<file path="src/hdl/memory_game_pkg.sv">
package memory_game_pkg;

    // slots per level
    localparam int MAX_SLOTS = 12;

    // one-hot note or all zero for released keys
    typedef logic [3:0] note_t;

    // slot 0 in the top nibble
    typedef logic [4*MAX_SLOTS-1:0] seq_t;

    typedef logic [3:0] slot_count_t;
    typedef logic [3:0] level_t;

    typedef enum logic [3:0] {
        ST_IDLE,
        ST_LEVEL_UP,
        ST_LOAD,
        ST_PLAY,
        ST_RELOAD,
        ST_WAIT,
        ST_CHECK,
        ST_ADVANCE,
        ST_WON,
        ST_LOST
    } game_state_e;

    typedef struct packed {
        game_state_e state;
        level_t      level;
    } game_status_t;

    // sequence plus the number of valid slots
    typedef struct packed {
        seq_t        notes;
        slot_count_t length;
    } seq_desc_t;

endpackage
</file>
<file path="src/hdl/note_buffer.sv">
`timescale 1ns/1ps

module note_buffer (
    input  logic                      clk,
    input  logic                      load,
    input  logic                      seq_load,
    input  memory_game_pkg::seq_desc_t seq,
    input  logic                      step,
    output memory_game_pkg::note_t     slot,
    output logic                      empty
);
    import memory_game_pkg::*;

    seq_t        shift_q;
    slot_count_t remaining;
    logic        advance;

    // a step past the last slot does nothing
    assign advance = step && !empty;

    always_ff @(posedge clk or posedge load)
    begin
        if (load)
            shift_q <= '0;
        else if (seq_load)
            shift_q <= seq.notes;
        else if (advance)
            shift_q <= shift_q << $bits(note_t);
    end

    always_ff @(posedge clk or posedge load)
    begin
        if (load)
            remaining <= '0;
        else if (seq_load)
            remaining <= seq.length;
        else if (advance)
            remaining <= remaining - 1'b1;
    end

    assign slot  = shift_q[$bits(seq_t)-1 -: $bits(note_t)];
    assign empty = (remaining == '0);

endmodule

</file>
<file path="config.mk">
export PLATFORM = sky130hd
export DESIGN_NAME = note_buffer
export DESIGN_NICKNAME = d
export VERILOG_FILES = /design/src/hdl/memory_game_pkg.sv /design/src/hdl/note_buffer.sv
export SDC_FILE = /design/constraint.sdc
export NUM_CORES = 1
export LEC_CHECK = 0
export BUFFER_PORTS_ARGS = -buffer_cell sky130_fd_sc_hd__buf_2
export CELL_PAD_IN_SITES_DETAIL_PLACEMENT = 1
export CELL_PAD_IN_SITES_GLOBAL_PLACEMENT = 1
export CORE_MARGIN = 2
export CORE_UTILIZATION = 35
export CTS_CLUSTER_SIZE = 16
export DETAILED_ROUTE_END_ITERATION = 7
export PLACE_DENSITY = 0.79
export SETUP_SLACK_MARGIN = 0.4
export SKIP_CTS_REPAIR_TIMING = 1
export SLEW_MARGIN = 5
export SYNTH_ARGS = -nofsm -noshare
export SYNTH_HDL_FRONTEND = slang
export SYNTH_SLANG_ARGS = --single-unit
</file>
<file path="constraint.sdc">
create_clock -name clk -period 3.1 [get_ports clk]
set_input_delay 0.155 -clock clk [delete_from_list [all_inputs] [get_ports clk]]
set_output_delay 0.155 -clock clk [all_outputs]
set_load 0.1 [all_outputs]
</file>
# Word-level counts from Yosys, hierarchy flattened
# Cells that the tools add are included.
[totals]
regBits = 52
inputBits = 56
output_inout_bits = 5
[op_classes]
mux = 4
reduce_logical = 4
n_addsub = 1
[op_table]
columns = ["op", "count"]
rows = [
  ["$mux 48", 2],
  ["$mux 4", 2],
  ["$logic_not 4->1", 1],
  ["$sub 4x1->4 const B", 1],
  ["$reduce_bool 2->1", 1],
  ["$logic_and 1x1->1", 1],
  ["$logic_not 1->1", 1],
]

# Longest topological paths before layout
[logic_depth]
word_depth = 5
ltp_mapped = 9
mapped_depth_nobuf = 6

# Least setup slack after synthesis
# No wires, ideal clock.
[synth_timing]
path_type = "register -> register"
start = "register remaining[0]"
end = "register remaining[1]"
required_time_ns = 3.018
path_stages_with_launch = 10
period_less_slack_ns = 1.770
slack_ns = 1.330
t_arrival_ns = 1.688
path_cell_list = "dfrtp_1 > inv_1 > ha_1 > or3b_1 > buf_6 > inv_6 > buf_6 > buf_8 > o22ai_1 > a31oi_1"
[synth_between]
elab_chain_cells = 4
[synth_rtl]
columns = ["item", "line", "text"]
rows = [
  ["start: declaration", "note_buffer.sv:15", "slot_count_t remaining;"],
  ["start signal: assignment", "note_buffer.sv:36", "remaining <= seq.length;"],
  ["start signal: assignment", "note_buffer.sv:38", "remaining <= remaining - 1'b1;"],
  ["$logic_not 4->1", "note_buffer.sv:42", "assign empty = (remaining == '0);"],
  ["named net empty", "note_buffer.sv:10", "output logic empty"],
  ["$logic_not 1->1", "note_buffer.sv:19", "assign advance = step && !empty;"],
  ["$logic_and 1x1->1", "note_buffer.sv:19", ""],
  ["$reduce_bool 2->1 (no line)", "--", ""],
]
# The timed path passes the listed nets, and every way through them passes these cells. The select of a mux whose other input is x is not followed.
# A chain may end at the register's enable or synchronous reset.

# Final worst setup path
[layout_timing]
start = "register remaining[1]"
end = "output empty"
[layout_between]
elab_chain_cells = 1
[layout_rtl]
columns = ["item", "line"]
rows = [
  ["$logic_not 4->1", "note_buffer.sv:42"],
  ["end: declaration", "note_buffer.sv:10"],
]
# No other way between the ends.

==> flow_summary.yaml <==
synth:
  synth_seq_cells: 52
  yosysSeqAreaShare_pct: 49.3
  synth_edf_count: 0
  syn-num-nets: 325
  synth_area_per_cell_um2: 9.86
  synth_cells: 268
  synth_cell_types: 31
  synth_ff_type: "dfrtp_1"
  ys_async_sr_fraction_pct: 100
  synth_area_um2: 2640
  yosys_warnings: 0
route:
  drt-initial-drc-count: 132
  vias: 2289
  drc: 0
  detail-route-antenna-nets: 0
  wl_um: 7110
  vias_per_cell: 5.61
  drtPass1Iterations: 4
  wl_per_cell_um: 17.4
global_route:
  antenna_found_initial: 0
  overflow: 0
  grt_max_degree: 53
  track_usage_pct: 17.8
  grt_pass1_vias: 2367
  grt_pass1_wl_um: 11900
layout:
  instances_no_fill: 408
  fillers: 874
  final_common_cell: "buf_2"
  n_antenna_cell: 0
  multi_input_area_um2: 1140
  drive_gt1_share_pct: 25.6
  regArea_um2: 1300
  syn2layout_area_growth_pct: 14.2
  nets: 365
  final_cell_mix: "buf_2, dfrtp_1, o21ai_0"
  design_area_um2: 3020
  final_util_pct: 41.4
sta:
  drv_slew: 0
  period_share_pct: 79.4
  fmax_mhz: 407
  finClkSkew_ns: 0.00666
  timing.hold.ws_ns: 0.0602
  fin_ws_ns: 0.640
  min_period_ns: 2.46
  final_hold_viol_count: 0
  tns_ns: 0
  rsz0062_at_grt: "false"
  relSlewSlack_pct: 26.8
  worst_slew_pin_slew_ns: 1.10
  setup_viol: 0
place:
  place_ws_ns: 0.959
  dp_hpwl_um: 4620
  dpl-instance-area_um2: 2930
  gp_congestion: 0.751
  port_buffers: 60
  dp_cells: 400
clocking:
  cts.sinks: 52
  clkSlewWorstSetupHoldPaths_ns: 0.10
  clock_latency_ns: 0.31
  cts_buffers: 5
  cts_buffer_depth: 2
  cts_tree: "yes"
  clockRootBuffer: "clkbuf_8"
  htreeDepth: 2
job:
  drv_cap: 0
die:
  core_area_um2: 7290
  die-width_um: 90.9
  die_area_um2: 8260
  core.rowCount: 31
  pin_count: 61
  fp.dieH_um: 90.9
  initial_utilization_pct: 36.2
setup_path:
  max_stage_delay_ns: 0.52
  reg2reg_slack_ns: 0.94
  required_ns: 2.94
  r2r-end: "shift_q[26]$_DFFE_PP0P_"
  r2r.worst_path.cells: 6
  crit_type: "register to primary output"
  crit_path_max_fanout: 41
  slowest_stage: "or3b_1"
  cp_num_buf_inv: 3
  crit_chain: "inv_1 -> ha_1 -> or3b_1 -> inv_6 -> buf_2"
  endpoint_kind: "primary output"
  arrival_ns: 2.30
  timing.rr.start: "remaining[1]$_DFFE_PP0P_"
  critPathTopFamily: "buffers and inverters"
  cp-start-kind: "register"
min_path:
  hp-class: "input pin to register"
  worstHoldStart: "seq[4]"
  holdPathEnd: "shift_q[0]$_DFFE_PP0P_"
  worstHoldPathCells: 3
pwr:
  power.total_mw: 1.48
  powerDensity_nw_per_um2: 490
  irDropWorstVdd_uv: 243
  power.leakage_nw: 1.36
status:
  outcome: "finished, final reports clean"
-- power by group --
part           total, mW  internal, mW  switching (mW)
sequential         0.787         0.750          0.0364
combinational      0.304         0.114           0.191
clock              0.387         0.158           0.229
total               1.48          1.02           0.456
-- metal layers --
metal,global-route usage [%],vias up,share of wire (%)
met5,0,-,0
met4,4.42,0,0.94
met3,3.26,9,4.2
met2,27.9,64,48
met1,25.6,1149,47
li1,-,1067,-
-- cells by family (layout without fill, tap and decap cells) --
| logic type | Yosys count | in the layout | synth area share (%) |
|---|---|---|---|
| AOI/OAI and AO/OA | 122 | 122 | 31.1 |
| and+or+nand+nor | 55 | 55 | 11.6 |
| DFF | 52 | 52 | 49.3 |
| buffers and inverters | 38 | 79 | 7.63 |
| adders and majority gates | 1 | 1 | 0.474 |
-- sequential cells by signal, summed over array words and instances, names as in the netlist --
| signal | cells |
|---|---|
| shift_q | 48 |
| remaining | 4 |
-- how the worst max path moves through the flow --
stage                                         from                        to  slack (ns)  cells after the start
final                     remaining[1]$_DFFE_PP0P_                     empty        0.64                      5
after floorplan           remaining[0]$_DFFE_PP0P_  remaining[1]$_DFFE_PP0P_        1.33                      9
after detailed placement  remaining[1]$_DFFE_PP0P_   shift_q[13]$_DFFE_PP0P_        0.96                      6
after global routing      remaining[1]$_DFFE_PP0P_                     empty        0.52                      5
after global placement    remaining[0]$_DFFE_PP0P_                     empty        1.05                      5
after CTS                 remaining[1]$_DFFE_PP0P_                     empty        0.62                      5
-- synthesized netlist by cell type, drive strengths merged, types with 5 or more instances --
master	number	area (um2)
o21ai	30	150
a21oi	14	70.1
a31oi	20	125
a211o	12	105
buf	15	110
o211ai	24	180
dfrtp	52	1300
a2bb2oi	19	166
and2	12	75.1
nand2	21	78.8
inv	5	23.8
clkbuf	17	63.8
nand2b	12	75.1
-- layout make-up --
type | count | area share, %
clock buffer | 5 | 2.28
tap | 99 | 4.11
multi-input combinational | 178 | 37.7
sequential | 52 | 43.1
clock inverter | 3 | 0.622
timing repair buffer | 65 | 11.2
inverter | 6 | 0.912
-- tightest hold or removal path: cells and delay by family --
| family | cells | cell delay [ns] |
|---|---|---|
| AOI/OAI and AO/OA | 1 | 0.06 |
| buffers and inverters | 1 | 0.08 |
| and+or+nand+nor | 1 | 0.04 |
(Power assumes the default switching activity.)
