--- config.mk ---
export PLATFORM = sky130hd
export DESIGN_NAME = game_control
export DESIGN_NICKNAME = d
export VERILOG_FILES = /design/src/hdl/memory_game_pkg.sv /design/src/hdl/game_control.sv
export SDC_FILE = /design/constraint.sdc
export NUM_CORES = 1
export LEC_CHECK = 0
export ABC_AREA = 1
export BUFFER_PORTS_ARGS = -buffer_cell sky130_fd_sc_hd__buf_2
export CORE_ASPECT_RATIO = 0.6
export CORE_MARGIN = 2
export CORE_UTILIZATION = 55
export CTS_CLUSTER_DIAMETER = 50
export DETAILED_ROUTE_END_ITERATION = 8
export GPL_ROUTABILITY_DRIVEN = 0
export PLACE_DENSITY = 0.84
export SKIP_LAST_GASP = 1
export SLEW_MARGIN = 10
export SYNTH_ARGS = -nofsm -noshare
export SYNTH_HDL_FRONTEND = slang
export SYNTH_SLANG_ARGS = --single-unit
--- constraint.sdc ---
create_clock -name clk -period 3.9 [get_ports clk]
set_clock_uncertainty 0.05 [all_clocks]
set_input_delay 0.39 -clock clk [delete_from_list [all_inputs] [get_ports clk]]
set_output_delay 0.39 -clock clk [all_outputs]
set_load 0.05 [all_outputs]
--- src/hdl/memory_game_pkg.sv ---
package memory_game_pkg;

    // slots per level
    localparam int MAX_SLOTS = 12;

    // one-hot note or all zero for released keys
    typedef logic [3:0] note_t;

    // slot 0 in the top nibble
    typedef logic [4*MAX_SLOTS-1:0] seq_t;

    typedef logic [3:0] slot_count_t;
    typedef logic [3:0] level_t;

    typedef enum logic [3:0] {
        ST_IDLE,
        ST_LEVEL_UP,
        ST_LOAD,
        ST_PLAY,
        ST_RELOAD,
        ST_WAIT,
        ST_CHECK,
        ST_ADVANCE,
        ST_WON,
        ST_LOST
    } game_state_e;

    typedef struct packed {
        game_state_e state;
        level_t      level;
    } game_status_t;

    // sequence plus the number of valid slots
    typedef struct packed {
        seq_t        notes;
        slot_count_t length;
    } seq_desc_t;

endpackage
--- src/hdl/game_control.sv ---
`timescale 1ns/1ps

module game_control #(
    parameter int WIN_TICKS = 50_000_000
) (
    input  logic                        clk,
    input  logic                        load,
    input  logic                        start_game,
    input  logic                        empty,
    input  logic                        key_event,
    input  logic                        mistake,
    output memory_game_pkg::game_state_e state,
    output logic                        level_up,
    output logic                        seq_load,
    output logic                        play_en,
    output logic                        check_en,
    output logic                        advance_en
);
    import memory_game_pkg::*;

    localparam logic [31:0] WIN_LAST = 32'(WIN_TICKS - 1);

    game_state_e next_state;
    logic [31:0] win_cnt;
    logic        win_done;

    assign win_done = (win_cnt == WIN_LAST);

    always_comb
    begin
        next_state = state;
        case (state)
            ST_IDLE:
                if (start_game)
                    next_state = ST_LEVEL_UP;
            ST_LEVEL_UP:
                next_state = ST_LOAD;
            ST_LOAD:
                next_state = ST_PLAY;
            // player has stepped through every slot
            ST_PLAY:
                if (empty)
                    next_state = ST_RELOAD;
            ST_RELOAD:
                next_state = ST_WAIT;
            ST_WAIT:
                if (empty)
                    next_state = ST_WON;
                else if (key_event)
                    next_state = ST_CHECK;
            ST_CHECK:
                next_state = ST_ADVANCE;
            // mistake was registered at the end of the check cycle
            ST_ADVANCE:
                next_state = mistake ? ST_LOST : ST_WAIT;
            ST_WON:
                if (win_done)
                    next_state = ST_LEVEL_UP;
            ST_LOST:
                next_state = ST_LOST;
            default:
                next_state = ST_IDLE;
        endcase
    end

    always_ff @(posedge clk or posedge load)
    begin
        if (load)
            state <= ST_IDLE;
        else
            state <= next_state;
    end

    // win pause counter only runs in ST_WON
    always_ff @(posedge clk or posedge load)
    begin
        if (load)
            win_cnt <= '0;
        else if (state != ST_WON || win_done)
            win_cnt <= '0;
        else
            win_cnt <= win_cnt + 1'b1;
    end

    assign level_up   = (state == ST_LEVEL_UP);
    assign seq_load   = (state == ST_LOAD) || (state == ST_RELOAD);
    assign play_en    = (state == ST_PLAY);
    assign check_en   = (state == ST_CHECK);
    assign advance_en = (state == ST_ADVANCE);

endmodule

Yosys cells after proc, flatten, opt, wreduce, memory -nomap -nowiden. Index checks and enable logic that the tools add are counted.

Input bits: 6. Logic and storage cells: 30. Output and inout port bits: 9. Bits in registers: 36.

Add/subtract/negate cells: 1. Multiplexer cells: 8. Equal/unequal tests: 15. Reductions and logical operators: 4.

Operators with widths (count): $pmux W4 S10 (1); $add A32 B1 Y32 const B (1); $eq A32 B26 Y1 const B (1); $mux W32 (1); $mux W4 (6); $eq A4 B3 Y1 const B (4); $eq A4 B2 Y1 const B (2); $eq A4 B4 Y1 const B (2); $ne A2 B2 Y1 const B (3); $eq A4 B1 Y1 const B (1); $logic_not A4 Y1 (1); $ne A4 B4 Y1 const B (1); $reduce_and A4 Y1 (1); $ne A3 B3 Y1 const B (1); $logic_or A1 B1 Y1 (2).

Depth between registers and ports, before layout.
Word-level depth: 3. Gate-level depth with buffers: 10. Gate-level depth less buffers: 10.

Worst setup path after synthesis. No wires, ideal clock.

Path type: register -> register. From: reg state[0]. To: reg state[2]. Required time: 3785 ps. Data arrival time: 2418 ps. Clock period less this slack: 2532 ps. Buffers on the path: 0. Cell stages (with the launch flop): 7. Library setup time: 65 ps. Path slack: 1368 ps. Cells stage by stage: dfrtp_1 -> inv_1 -> nor3_1 -> nand2_1 -> nand4_1 -> nand3_1 -> nand2_1.

Elaborated cells on any way between the ends: 16. Those cells by class: 13 x eq/ne; 1 x mux; 2 x reduce/logical.

RTL lines: from (decl) (line game_control.sv:12) `output memory_game_pkg::game_state_e state,`; from (signal assigned) (line game_control.sv:71) `state <= next_state;`; $eq A4 B3 Y1; named net advance_en (line game_control.sv:17) `output logic advance_en`; $pmux W4 S10 (line game_control.sv:32) `case (state)`.

The timed path passes the listed nets, and every way through them passes these cells. A chain may end at the register's enable or synchronous reset.

Worst setup path in the final report.
From: reg state[0]. To: out level_up.

Word-level cells in the longest chain between the ends: 1.

Ends and longest elaborated chain: $eq A4 B1 Y1 (line game_control.sv:85) `assign level_up = (state == ST_LEVEL_UP);`; to (decl) (line game_control.sv:13) `output logic level_up,`.

No other way between the ends.

==> out/metrics.sh <==
SETUP_WS_PS=1901
DP.FINAL_HPWL_MM=4.462
TOTALPOWERFINAL_mW=0.7499
POSTSYNTHCELLCOUNT=353
IO_BUFFERS=14
CORE_AREA_SQ_UM=4144
INITIAL_ANTENNA_VIOLATION_COUNT=0
POST_SYNTH.CELL_AREA_AVG_SQ_UM=6.816
MOST_NUMEROUS_CELL_ON_THE_CRITICAL_PATH='sky130_fd_sc_hd__inv_1'
DP_SLACK_PS=2174
POSTROUTEWIRELENGTH_MM=5.766
STATIC-LEAKAGE-POWER_nW=1.238
CLOCK.FMAX_GHz=0.5003
MULTI_INPUT_COMB_AREA_SQ_UM=1301
CRIT_START='state[0]$_DFFE_PP0P_'
POST-ROUTE-PERIOD-UTIL_PCT=51.25
TIMING.FINAL.CRIT_PERIOD_PS=1999
SYNTH_SEQ_CELLS=36
HORIZONTAL_DIE_DIMENSION_UM=89.39
GRT_OVERFLOW_TOTAL=0
POST_ROUTE_CELLS_DRIVE_ABOVE_1_SHARE_PCT=13.94
POSTCTSSETUPREPAIRBUFS=0
SYNTH_AREA_LEADER='sky130_fd_sc_hd__dfrtp_1'
SYNTHESIS.YOSYS.WARNINGS=0
R2R_START='win_cnt[0]$_DFF_PP0_'
POST-ROUTE-DRC-COUNT=0
YOSYSSEQAREASHARE_PCT=37.44
TOTAL_CLOCK_SINKS=36
HOLD_PATH.CLASS='in -> async'
MAX_RAIL_DROP_VDD_mV=0.1453
CTS_INSERTED_BUFFERS=5
TIGHTESTPINTRANSITION_PS=455.6
HTREEDEPTH=2
CAP_VIOLATIONS=0
FINALHOLDVIOLCOUNT=0
SEQUENTIAL_CELL_AREA_SQ_UM=900.9
FINAL.FILL_COUNT=379
ROUTE.DETAILED.VIAS_PER_INST=5.157
DETAIL_ROUTE.ITER0.VIOLATIONS=246
FIRST_PASS_ITERATION_COUNT_OF_THE_DETAILED_ROUTER=5
SYNTH_UNIQUE_CELLS=31
POWER.DENSITY_nW_PER_UM2=282.8
CLK_PIN_SLEW_PS=70
TOTALNEGATIVESETUPSLACK_PS=0
DPL.CELL_COUNT=425
SYNTH.CELL_AREA_SQ_UM=2406
FLOORPLAN.DIE.HEIGHT_UM=55.23
SYNTH_LARGEST_TYPE_AREA_FRACTION_PCT=37.44
CTS.ROOT.BUFFER_CELL='sky130_fd_sc_hd__clkbuf_8'
AVGROUTEDWIREPERCELL_UM=13.32
GRTUSAGETOTAL_PCT=26.54
CLOCK_TREE.BUFFER_DEPTH=2
FINAL-INSTANCE-COUNT-EXCL-FILL=433
TIMING.CRITICAL_PATH.TO_TYPE='output pin'
LAYOUT-AREA-OVERHEAD-VS-SYNTH_PCT=10.19
BOUNDARYPINS=15
CP_NUM_BUF_INV=3
MOST-COMMON-LAYOUT-CELLS='sky130_fd_sc_hd__nand2_1, sky130_fd_sc_hd__nor2_1, sky130_fd_sc_hd__inv_1'
INITIAL_CORE_UTIL_PCT=58.06
SYNTH_EDF_COUNT=0
CP_CELL_SEQUENCE='inv_1, nor2_2, nand2_1, inv_1, buf_2'
FIRST_GLOBAL_VIAS=2056
CRITICAL-PATH-SLOWEST-CELL='sky130_fd_sc_hd__dfrtp_1'
RSZ0062_AT_GRT='no'
POST_CTS_RESIZE_COUNT=0
POST_CTS_HOLD_BUFFER_COUNT=0
WORST_EP_ARRIVAL_TIME_PS=1560
MOSTFREQUENTLAYOUTCELL='sky130_fd_sc_hd__nand2_1'
DIODES=0
FINAL_NET_COUNT=379
SETUP.WORST_PATH.CLASS='reg -> out'
STATUS='finished clean'
TRITONCTS='done'
GRT_FIRST_PASS_WIRELENGTH_MM=10.04
PLACED_AREA_SQ_UM=2525
CLK_LATENCY_PS=300
CP_MAX_STAGE_DELAY_PS=460
CP.REQUIRED_PS=3460
ROUTE.ANTENNA.REMAINING_NETS=0
ROWS=18
SETUP_VIOL_COUNT_FINAL=0
SYNTH_FLOP_CELL='sky130_fd_sc_hd__dfrtp_1'
VIAS=2233
ASR_FLOP_RATIO_SYNTH_PCT=100.0
FINISH.INSTANCE_AREA_SQ_UM=2651
SYNTH_NETS=360
FLOORPLAN.DIE_AREA_SQ_UM=4937
SYNTH.AREA.TOP_CELLS='sky130_fd_sc_hd__dfrtp_1, sky130_fd_sc_hd__nand2_1, sky130_fd_sc_hd__nor2_1'
TIMING.CRITICAL_PATH.FROM_TYPE='flip-flop'
TIMING.CRITICAL_PATH.FANOUT_MAX=6
GRT_MAX_DEGREE=37
CRITICAL_PATH.TOP_DELAY_FAMILY='buffers and inverters'
REL_SLEW_SLACK_PCT=69.62
REPORT.FINAL.SLEW_VIOL_COUNT=0
## where the power goes
| part | internal, mW | switching (mW) |
|---|---|---|
| logic | 0.00268 | 0.00850 |
| registers | 0.373 | 0 |
| clock network | 0.226 | 0.140 |
## sequential cells by signal (all words and copies together) (netlist names)
signal,cells
win_cnt,32
state,4
## cell usage after synthesis, types with 2 or more instances
library cell	count
sky130_fd_sc_hd__xor2_1	10
sky130_fd_sc_hd__nand2_1	107
sky130_fd_sc_hd__inv_1	42
sky130_fd_sc_hd__nor2_2	2
sky130_fd_sc_hd__a21oi_1	7
sky130_fd_sc_hd__nor3_2	2
sky130_fd_sc_hd__or2_2	2
sky130_fd_sc_hd__xnor2_1	2
sky130_fd_sc_hd__nand3_1	19
sky130_fd_sc_hd__nor2_4	9
sky130_fd_sc_hd__nand2_2	6
sky130_fd_sc_hd__nor3_1	6
sky130_fd_sc_hd__inv_2	2
sky130_fd_sc_hd__dfrtp_1	36
sky130_fd_sc_hd__nand4_1	4
sky130_fd_sc_hd__nor2_1	81
sky130_fd_sc_hd__nand3_2	2
## cell type report
class	instances	share of cell area [%]
clock buffer	7	3.634
clock inverter	1	1.133
inverter	45	6.418
multi-input combinational	269	49.08
sequential	36	33.98
tap	60	2.832
timing repair buffer	15	2.926
## per-stage QoR
stage	hold slack, ps	util [%]
floorplan	400.7	-
CTS	149.3	63.98
global route	195.7	63.98
detailed placement	433.1	60.93
global placement	438.8	60.93
finish	133.5	63.98
## layer usage
metal  routed length (um)  global-route usage [%]  vias to the layer above
met4                   64                   5.757                        0
met5                    0                       0                        -
met2                 2268                   33.02                       94
met3                  639                   8.221                       12
li1                     -                       -                     1111
met1                 2793                   43.94                     1016
## final timing paths
path,to,slack (ps),cells after the start
setup / recovery,level_up,1900,5
hold / removal,win_cnt[6]$_DFF_PP0_,130,3
setup reg to reg,state[0]$_DFFE_PP0P_,2160,10
hold reg to reg,win_cnt[4]$_DFF_PP0_,440,1
max in group asynchronous,win_cnt[14]$_DFF_PP0_,3340,3
min in group clk,state[3]$_DFFE_PP0P_,290,3
## logic make-up (layout without fill, tap and decap cells)
group                    after synthesis  after routing  share of synthesized area [%]
XOR/XNOR                              12             12                          4.368
AO/OA/AOI/OAI                         11             11                          2.601
flip-flops                            36             36                          37.44
buffers and inverters                 48             68                          8.476
AND/OR/NAND/NOR                      245            245                          46.59
adder cells (fa/ha/maj)                1              1                         0.5199
## worst min-delay path, stage by stage
cell and delay [ps]:
sky130_fd_sc_hd__buf_2 90, sky130_fd_sc_hd__inv_1 40, sky130_fd_sc_hd__buf_4 390
No activity file was read; power rests on OpenSTA's default activity.
