==> config.mk <==
export PLATFORM = sky130hd
export DESIGN_NAME = note_player
export DESIGN_NICKNAME = d
export VERILOG_FILES = /design/src/hdl/note_player.sv
export SDC_FILE = /design/constraint.sdc
export NUM_CORES = 1
export LEC_CHECK = 0
export ABC_CLOCK_PERIOD_IN_PS = 6400
export BUFFER_PORTS_ARGS = -buffer_cell sky130_fd_sc_hd__buf_2
export CAP_MARGIN = 20
export CELL_PAD_IN_SITES_DETAIL_PLACEMENT = 1
export CELL_PAD_IN_SITES_GLOBAL_PLACEMENT = 1
export CORE_ASPECT_RATIO = 0.7
export CORE_MARGIN = 5
export CORE_UTILIZATION = 52
export DETAILED_ROUTE_END_ITERATION = 7
export PLACE_DENSITY = 0.85
export SLEW_MARGIN = 20
export SYNTH_ARGS = -nofsm -noshare
export SYNTH_HDL_FRONTEND = slang
export SYNTH_SLANG_ARGS = --single-unit
==> constraint.sdc <==
create_clock -name clk -period 6.4 [get_ports clk]
set_input_delay 0.64 -clock clk [delete_from_list [all_inputs] [get_ports clk]]
set_output_delay 0.64 -clock clk [all_outputs]
set_load 0.02 [all_outputs]
==> src/hdl/note_player.sv <==
`timescale 1ns/1ps

module note_player #(
    parameter int NOTE_TICKS = 25_000_000
) (
    input  logic clk,
    input  logic load,
    input  logic play_en,
    output logic step
);

    localparam logic [31:0] TICK_LAST = 32'(NOTE_TICKS - 1);

    logic [31:0] tick_cnt;

    // held at the top of the period outside playback
    always_ff @(posedge clk or posedge load)
    begin
        if (load)
            tick_cnt <= TICK_LAST;
        else if (!play_en || tick_cnt == '0)
            tick_cnt <= TICK_LAST;
        else
            tick_cnt <= tick_cnt - 1'b1;
    end

    assign step = play_en && (tick_cnt == '0);

endmodule

Word-level counts from Yosys, hierarchy flattened
Cells that the tools add are included.
{"block": "word_totals", "out_inout_bits": 1, "register_bits": 32, "inputBits": 3}
{"block": "op_classes", "mux": 1, "n_reduce_logical": 4, "n_addsub": 1}
{"operator": "logical NOT 32 bit", "n": 1}
{"operator": "two-way mux 32 bit", "n": 1}
{"operator": "subtractor 32 x 1 -> 32 bit, second input constant", "n": 1}
{"operator": "logical AND 1 bit", "n": 1}
{"operator": "logical NOT 1 bit", "n": 1}
{"operator": "logical OR 1 bit", "n": 1}

Depth between registers and ports, before layout
Gate-level depths: netlist of run 1.
{"block": "depth", "depth_word": 3, "mapped_depth": 9, "depth_no_buf": 7}

Worst setup path before layout of run 1
OpenSTA, ideal clock, no wires.
{"block": "synth_timing", "path_kind": "register -> output", "from": "reg tick_cnt[25]", "to": "out step", "setup_slack_ns": 3.718, "path_stages_with_launch": 5, "t_arrival_ns": 2.042, "path_cell_list": "dfrtp_1 -> or3_4 -> or4_4 -> or3_4 -> nor3_1"}
{"block": "synth_between", "elab_chain_len": 2}
{"item": "start: declaration", "line": "14", "source": "logic [31:0] tick_cnt;"}
{"item": "start signal: assignment", "line": "24", "source": "tick_cnt <= tick_cnt - 1'b1;"}
{"item": "logical NOT 32 bit", "line": "27", "source": "assign step = play_en && (tick_cnt == '0);"}
{"item": "logical AND 1 bit", "line": "27"}
{"item": "end: declaration", "line": "9", "source": "output logic step"}
Every way passes these cells.

Worst setup path after layout of run 1
{"block": "layout_timing", "from": "reg tick_cnt[0]", "to": "out step"}
The elaborated chain is that of the path after synthesis.

==> impl_metrics.tcl, run 1 <==
set metrics [dict create \
    crit_path_top_delay_cell "or4b_1" \
    fin_crit_sh_pct 46.2 \
    gp_congestion 0.745 \
    use_met1_pct 24.9 \
    tightest_slew_ns 0.853 \
    drt_wl_total_um 3520 \
    std_cell_rows 17 \
    top_usage_layer "met2" \
    finClkSkew_ns 0.00430 \
    ys_seq_area_share_pct 49.5 \
    viasPerCell 5.88 \
    seqPwrFrac_pct 54.6 \
    irDropWorstVdd_uv 148 \
    switching_share_pct 21.9 \
    ys_types 40 \
    htreeDepth 2 \
    p_total_uw 380 \
    placed_cells 196 \
    final_hold_viol_count 0 \
    fillers 339 \
    die_area_um2 4440 \
    grt_use_met2_pct 28.3 \
    grt_use_total_pct 18.1 \
    status "complete, no violations" \
    stdcell_area_um2 1800 \
    initial_utilization_pct 53.5 \
    yosys-top-cells-area "dfstp_2 (27%), dfrtp_1 (23%), xor2_1 (6.9%), nand2_1 (3.8%), nor2_1 (3.4%)" \
    cts_hold_buf 0 \
    grt_pass1_vias 1249 \
    grt_pass1_wl_um 6300 \
    p_switching_uw 83.2 \
    grt_max_degree 33 \
    top_regs "tick_cnt (32)" \
    ys.flop_type "dfstp_2" \
    syn_area_um2 1660 \
    combPwrFrac_pct 3.6 \
    antenna_cells 0 \
    hpwlAfterDp_um 2510 \
    path_delay_family "simple AND/OR/NAND/NOR gates" \
    grt-ovfl-total 0 \
    p_clk_share_pct 41.9 \
    p_int_uw 297 \
    rsz0062_at_grt "no" \
    synth_top_area_share_pct 26.9 \
    p_leak_nw 0.668 \
    fin_nets 169 \
    largest-register "tick_cnt" \
    num_io_pins 4 \
    final-setup-viol-count 0 \
    cts.repair.resized 0 \
    clk_pin_slew_worst_paths_ns 0.07 \
    max_slew_margin_pct 42.7 \
    cap_viol_max_count 0 \
    stdcell_count 204 \
    path_buf_inv 2 \
    synth_seq_cells 32 \
    die_h_um 57.3 \
    num_vias 1199 \
    synth_edf_count 0 \
    p_per_area_nw_per_um2 211 \
    die_w_um 77.5 \
    portBuffers 3 \
    cts_tree "yes" \
    slowest_delay_ns 0.60 \
    cts_setup_buffers 0 \
    core_um2 3110 \
    drtPass1Iterations 4 \
    cp.arrival_ns 2.31 \
    fmax_mhz 338 \
    finalCriticalPeriod_ns 2.95 \
    largest_reg_flops 32 \
    grt_antenna_before_repair 0 \
    synth_area_per_cell_um2 10.5 \
    cts.sinks 32 \
    maxSlewViolCount 0 \
    drtIter0Drc 45 \
    clockRootBuffer "clkbuf_8" \
    yosys.area.top_type "dfstp_2" \
    async_reset_ff_share_pct 100 \
    placed_cell_area_um2 1710 \
    ant_nets 0 \
    crit_type "flip-flop to primary output" \
    drive_gt1_share_pct 24.1 \
    areaGrowthSynthToFinish_pct 8.29 \
    finalSetupTns_ns 0 \
    crit_required_ns 5.76 \
    path_max_fanout 6 \
    use_met3_pct 4.57 \
    wire_per_inst_um 17.3 \
    syn_inst 158 \
    yosys_warnings 0 \
    cp-start-kind "flip-flop" \
    clockBufferDepth 2 \
    cts_buffers 5 \
    path_cells "inv_1 -> ha_1 -> or4b_1 -> nor4_1 -> nand4_1 -> nor3_1 -> buf_2" \
    hold_path.class "input pin to async pin" \
    clkLatencyLatePin_ns 0.28 \
    critPathCaptureType "primary output" \
    drc_errors 0 \
    syn_nets 162 \
]
==> Yosys cell counts (2+ instances only) <==
cell type   n
o31ai_1     4
o41ai_1     3
nor2_1     15
clkbuf_1    3
or3_4       2
xor2_1     13
nand3_1     7
xnor2_1     6
nand4b_1    3
o21ai_0     2
or4_4       2
nor4_1      2
inv_1       5
dfrtp_1    15
dfstp_2    17
nor3_1      5
or3_1       4
o311ai_0    3
a21oi_1     3
nand2_1    17
or4_1       4
nand3b_1    5
==> routing by layer <==
metal	part of all wire, %	up-vias
met3	2.9	5
met5	0	-
met4	0.65	0
met2	47	12
met1	49	605
li1	-	577
==> final cells by class <==
| class | count | area [um2] | share of cell area [%] |
|---|---|---|---|
| Clock buffer | 8 | 90.1 | 5.01 |
| Multi-Input combinational cell | 116 | 790 | 43.9 |
| Timing Repair Buffer | 5 | 30.0 | 1.67 |
| Inverter | 5 | 18.8 | 1.04 |
| Sequential cell | 32 | 822 | 45.7 |
| Tap cell | 38 | 47.5 | 2.64 |
==> through the flow <==
step	util (%)	worst slack (ns)	hold WS, ns
2_1_floorplan	-	3.72	0.433
6_report	57.9	3.45	0.428
5_1_grt	57.9	3.27	0.469
3_3_place_gp	55.0	3.81	0.442
3_5_place_dp	55.0	3.67	0.455
4_1_cts	57.9	3.44	0.440
==> power by group through the flow <==
stage	Sequential (mW)	Combinational (mW)	Clock (mW)
6_report	0.207	0.0135	0.159
5_1_grt	0.207	0.0157	0.172
4_1_cts	0.207	0.0141	0.163
3_5_place_dp	0.211	0.0141	0
3_3_place_gp	0.210	0.0133	0
2_1_floorplan	0.210	0.0104	0
==> layout by cell type, fill, tap and decap left out, types with 4 or more instances in the layout <==
cell type / netlist / layout
inv_1: 5 / 5
nand3b_1: 5 / 5
dfrtp_1: 15 / 15
dfstp_2: 17 / 17
nand2_1: 17 / 17
nand3_1: 7 / 7
nor3_1: 5 / 5
xor2_1: 13 / 13
o31ai_1: 4 / 4
or3_1: 4 / 4
or4_1: 4 / 4
nor2_1: 15 / 15
xnor2_1: 6 / 6
clkbuf_8: 0 / 6
==> worst paths after layout <==
kind | depth (start not counted) | slack [ns] | from | end
max in group asynchronous | 3 | 5.64 | load | tick_cnt[0]
hold reg to reg | 1 | 0.47 | tick_cnt[0] | tick_cnt[0]
min in group clk | 1 | 0.47 | tick_cnt[0] | tick_cnt[0]
setup reg to reg | 7 | 3.69 | tick_cnt[0] | tick_cnt[15]
setup / recovery | 7 | 3.45 | tick_cnt[0] | step
hold / removal | 3 | 0.43 | load | tick_cnt[17]
==> worst min-delay path, stage by stage <==
cell	delay, ns
buf_2	0.09
inv_1	0.04
buf_4	0.35
==> logic make-up (layout without fill, tap and decap cells) <==
kind of cell / after synthesis / after routing / share of synthesized area (%)
AND/OR/NAND/NOR: 77 / 77 / 28.2
XOR/XNOR: 19 / 19 / 10.0
flip-flops: 32 / 32 / 49.5
AO/OA/AOI/OAI: 19 / 19 / 8.59
adder cells (fa/ha/maj): 1 / 1 / 0.753
buffers and inverters: 10 / 18 / 2.94
(Power assumes the default switching activity.)
==> inputs of run 2 (changes only) <==
ABC_CLOCK_PERIOD_IN_PS = 3100   (was 6400)
CORE_UTILIZATION = 49   (was 52)
PLACE_DENSITY = 0.81   (was 0.85)
clock period = 3.1 ns   (was 6.4 ns; I/O delays follow)
==> impl_metrics.tcl, run 2 (synthesized netlist as in run 1, its figures left out) <==
set metrics [dict create \
    status "complete, no violations" \
    die_w_um 79.6 \
    crit_start "tick_cnt[25]" \
    num_io_pins 4 \
    ant_nets 0 \
    grt_pass1_wl_um 6210 \
    p_total_uw 788 \
    num_vias 1213 \
    largest_reg_flops 32 \
    gp_congestion 0.788 \
    drive_gt1_share_pct 26.8 \
    cp.depth 5 \
    std_cell_rows 17 \
    rsz0062_at_grt "no" \
    maxSlewViolCount 0 \
    most-common-layout-cells "nand2_1 (17), dfstp_2 (17), nor2_1 (15), dfrtp_1 (15), xor2_1 (13)" \
    cp-start-kind "flip-flop" \
    cts_buffers 5 \
    cts.repair.resized 0 \
    grt_antenna_before_repair 0 \
    drtPass1Iterations 5 \
    antenna_cells 0 \
    path_buf_inv 1 \
    max_slew_margin_pct 59.6 \
    final_hold_viol_count 0 \
    critPathCaptureType "primary output" \
    portBuffers 3 \
    p_leak_nw 0.683 \
    irDropWorstVdd_uv 315 \
    viasPerCell 5.64 \
    largest-register "tick_cnt" \
    clk_pin_slew_worst_paths_ns 0.07 \
    drc_errors 0 \
    path_max_fanout 5 \
    htreeDepth 2 \
    die_h_um 58.7 \
    grt_pass1_vias 1292 \
    fin_nets 171 \
    grt_max_degree 30 \
    drt_wl_total_um 3610 \
    path_delay_family "simple AND/OR/NAND/NOR gates" \
    crit_type "flip-flop to primary output" \
    grt_use_total_pct 17.3 \
    r2r_slack_ns 0.63 \
    tightest_slew_ns 0.605 \
    cts.sinks 32 \
    finClkSkew_ns 0.00348 \
    crit_path_top_delay_cell "or4_4" \
    crit_required_ns 2.79 \
    finalCriticalPeriod_ns 2.65 \
    dpl_worst_slack_ns 0.632 \
    cts_setup_buffers 0 \
    hpwlAfterDp_um 2580 \
    final-setup-viol-count 0 \
    hold_path.class "input pin to async pin" \
    clockBufferDepth 2 \
    cap_viol_max_count 0 \
    cts_tree "yes" \
    clkLatencyLatePin_ns 0.28 \
    reg2reg_to "tick_cnt[26]" \
    setup_slack_ns 0.446 \
    areaGrowthSynthToFinish_pct 10.0 \
    clockRootBuffer "clkbuf_8" \
    core_um2 3210 \
    wire_per_inst_um 16.8 \
    slowest_delay_ns 0.47 \
    die_area_um2 4670 \
    grt-ovfl-total 0 \
    timing.rr.start "tick_cnt[0]" \
    cts_hold_buf 0 \
    path_cells "or3_4 -> or4_4 -> or3_4 -> nor3_1 -> buf_2" \
    cp.arrival_ns 2.34 \
    finalSetupTns_ns 0 \
    p_per_area_nw_per_um2 431 \
    fmax_mhz 377 \
    crit_end "step" \
    fin_crit_sh_pct 85.6 \
    initial_utilization_pct 51.7 \
    top_regs "tick_cnt (32)" \
    drtIter0Drc 53 \
    worstRegToRegCells 7 \
    timing.critical_path.mode_cell "or3_4" \
]
==> run 2: changes by cell type in the layout (fill, tap and decap cells not counted), sizes merged <==
cell | before | now
buf | 5 | 7
clkbuf | 8 | 6
clkinv | 0 | 2
==> run 2: routing by layer <==
layer	vias up	GRT usage (%)	wire length, um
met1	620	21.9	1760
met5	-	0	0
met4	0	3.68	27
met3	5	5.50	98
met2	9	29.4	1730
li1	579	-	-
==> run 2: area by class of cell <==
class / count / area (um2)
inverters: 5 / 18.8
well taps: 47 / 58.8
flip-flops and latches: 32 / 822
repair buffers: 7 / 45.0
fillers: 371 / 1390
multi-input cells: 116 / 790
clock buffers: 6 / 82.6
clock inverters: 2 / 10.0
==> run 2: per-stage QoR <==
step | instances | hold slack, ns | cell area (um2) | util (%)
CTS | 215 | 0.337 | 1830 | 56.9
floorplan | 158 | 0.414 | 1660 | -
global placement | 207 | 0.441 | 1730 | 54.0
detailed placement | 207 | 0.446 | 1730 | 54.0
finish | 215 | 0.0985 | 1830 | 56.9
global route | 215 | 0.143 | 1830 | 56.9
==> run 2: worst min-delay path by stage <==
stage          depth (start not counted)   startpoint           end  slack (ns)
2_1_floorplan                          1         load  tick_cnt[10]        0.41
3_3_place_gp                           1  tick_cnt[0]   tick_cnt[0]        0.44
3_5_place_dp                           1  tick_cnt[0]   tick_cnt[0]        0.45
4_1_cts                                2         load  tick_cnt[15]        0.34
5_1_grt                                2         load  tick_cnt[15]        0.14
6_report                               2         load  tick_cnt[15]         0.1
==> run 2: power breakdown <==
part	internal (mW)	total, mW	switching (mW)	leakage, nW
Combinational	0.00818	0.0294	0.0212	0.244
Clock	0.177	0.331	0.154	0.0510
Sequential	0.424	0.427	0.00315	0.389
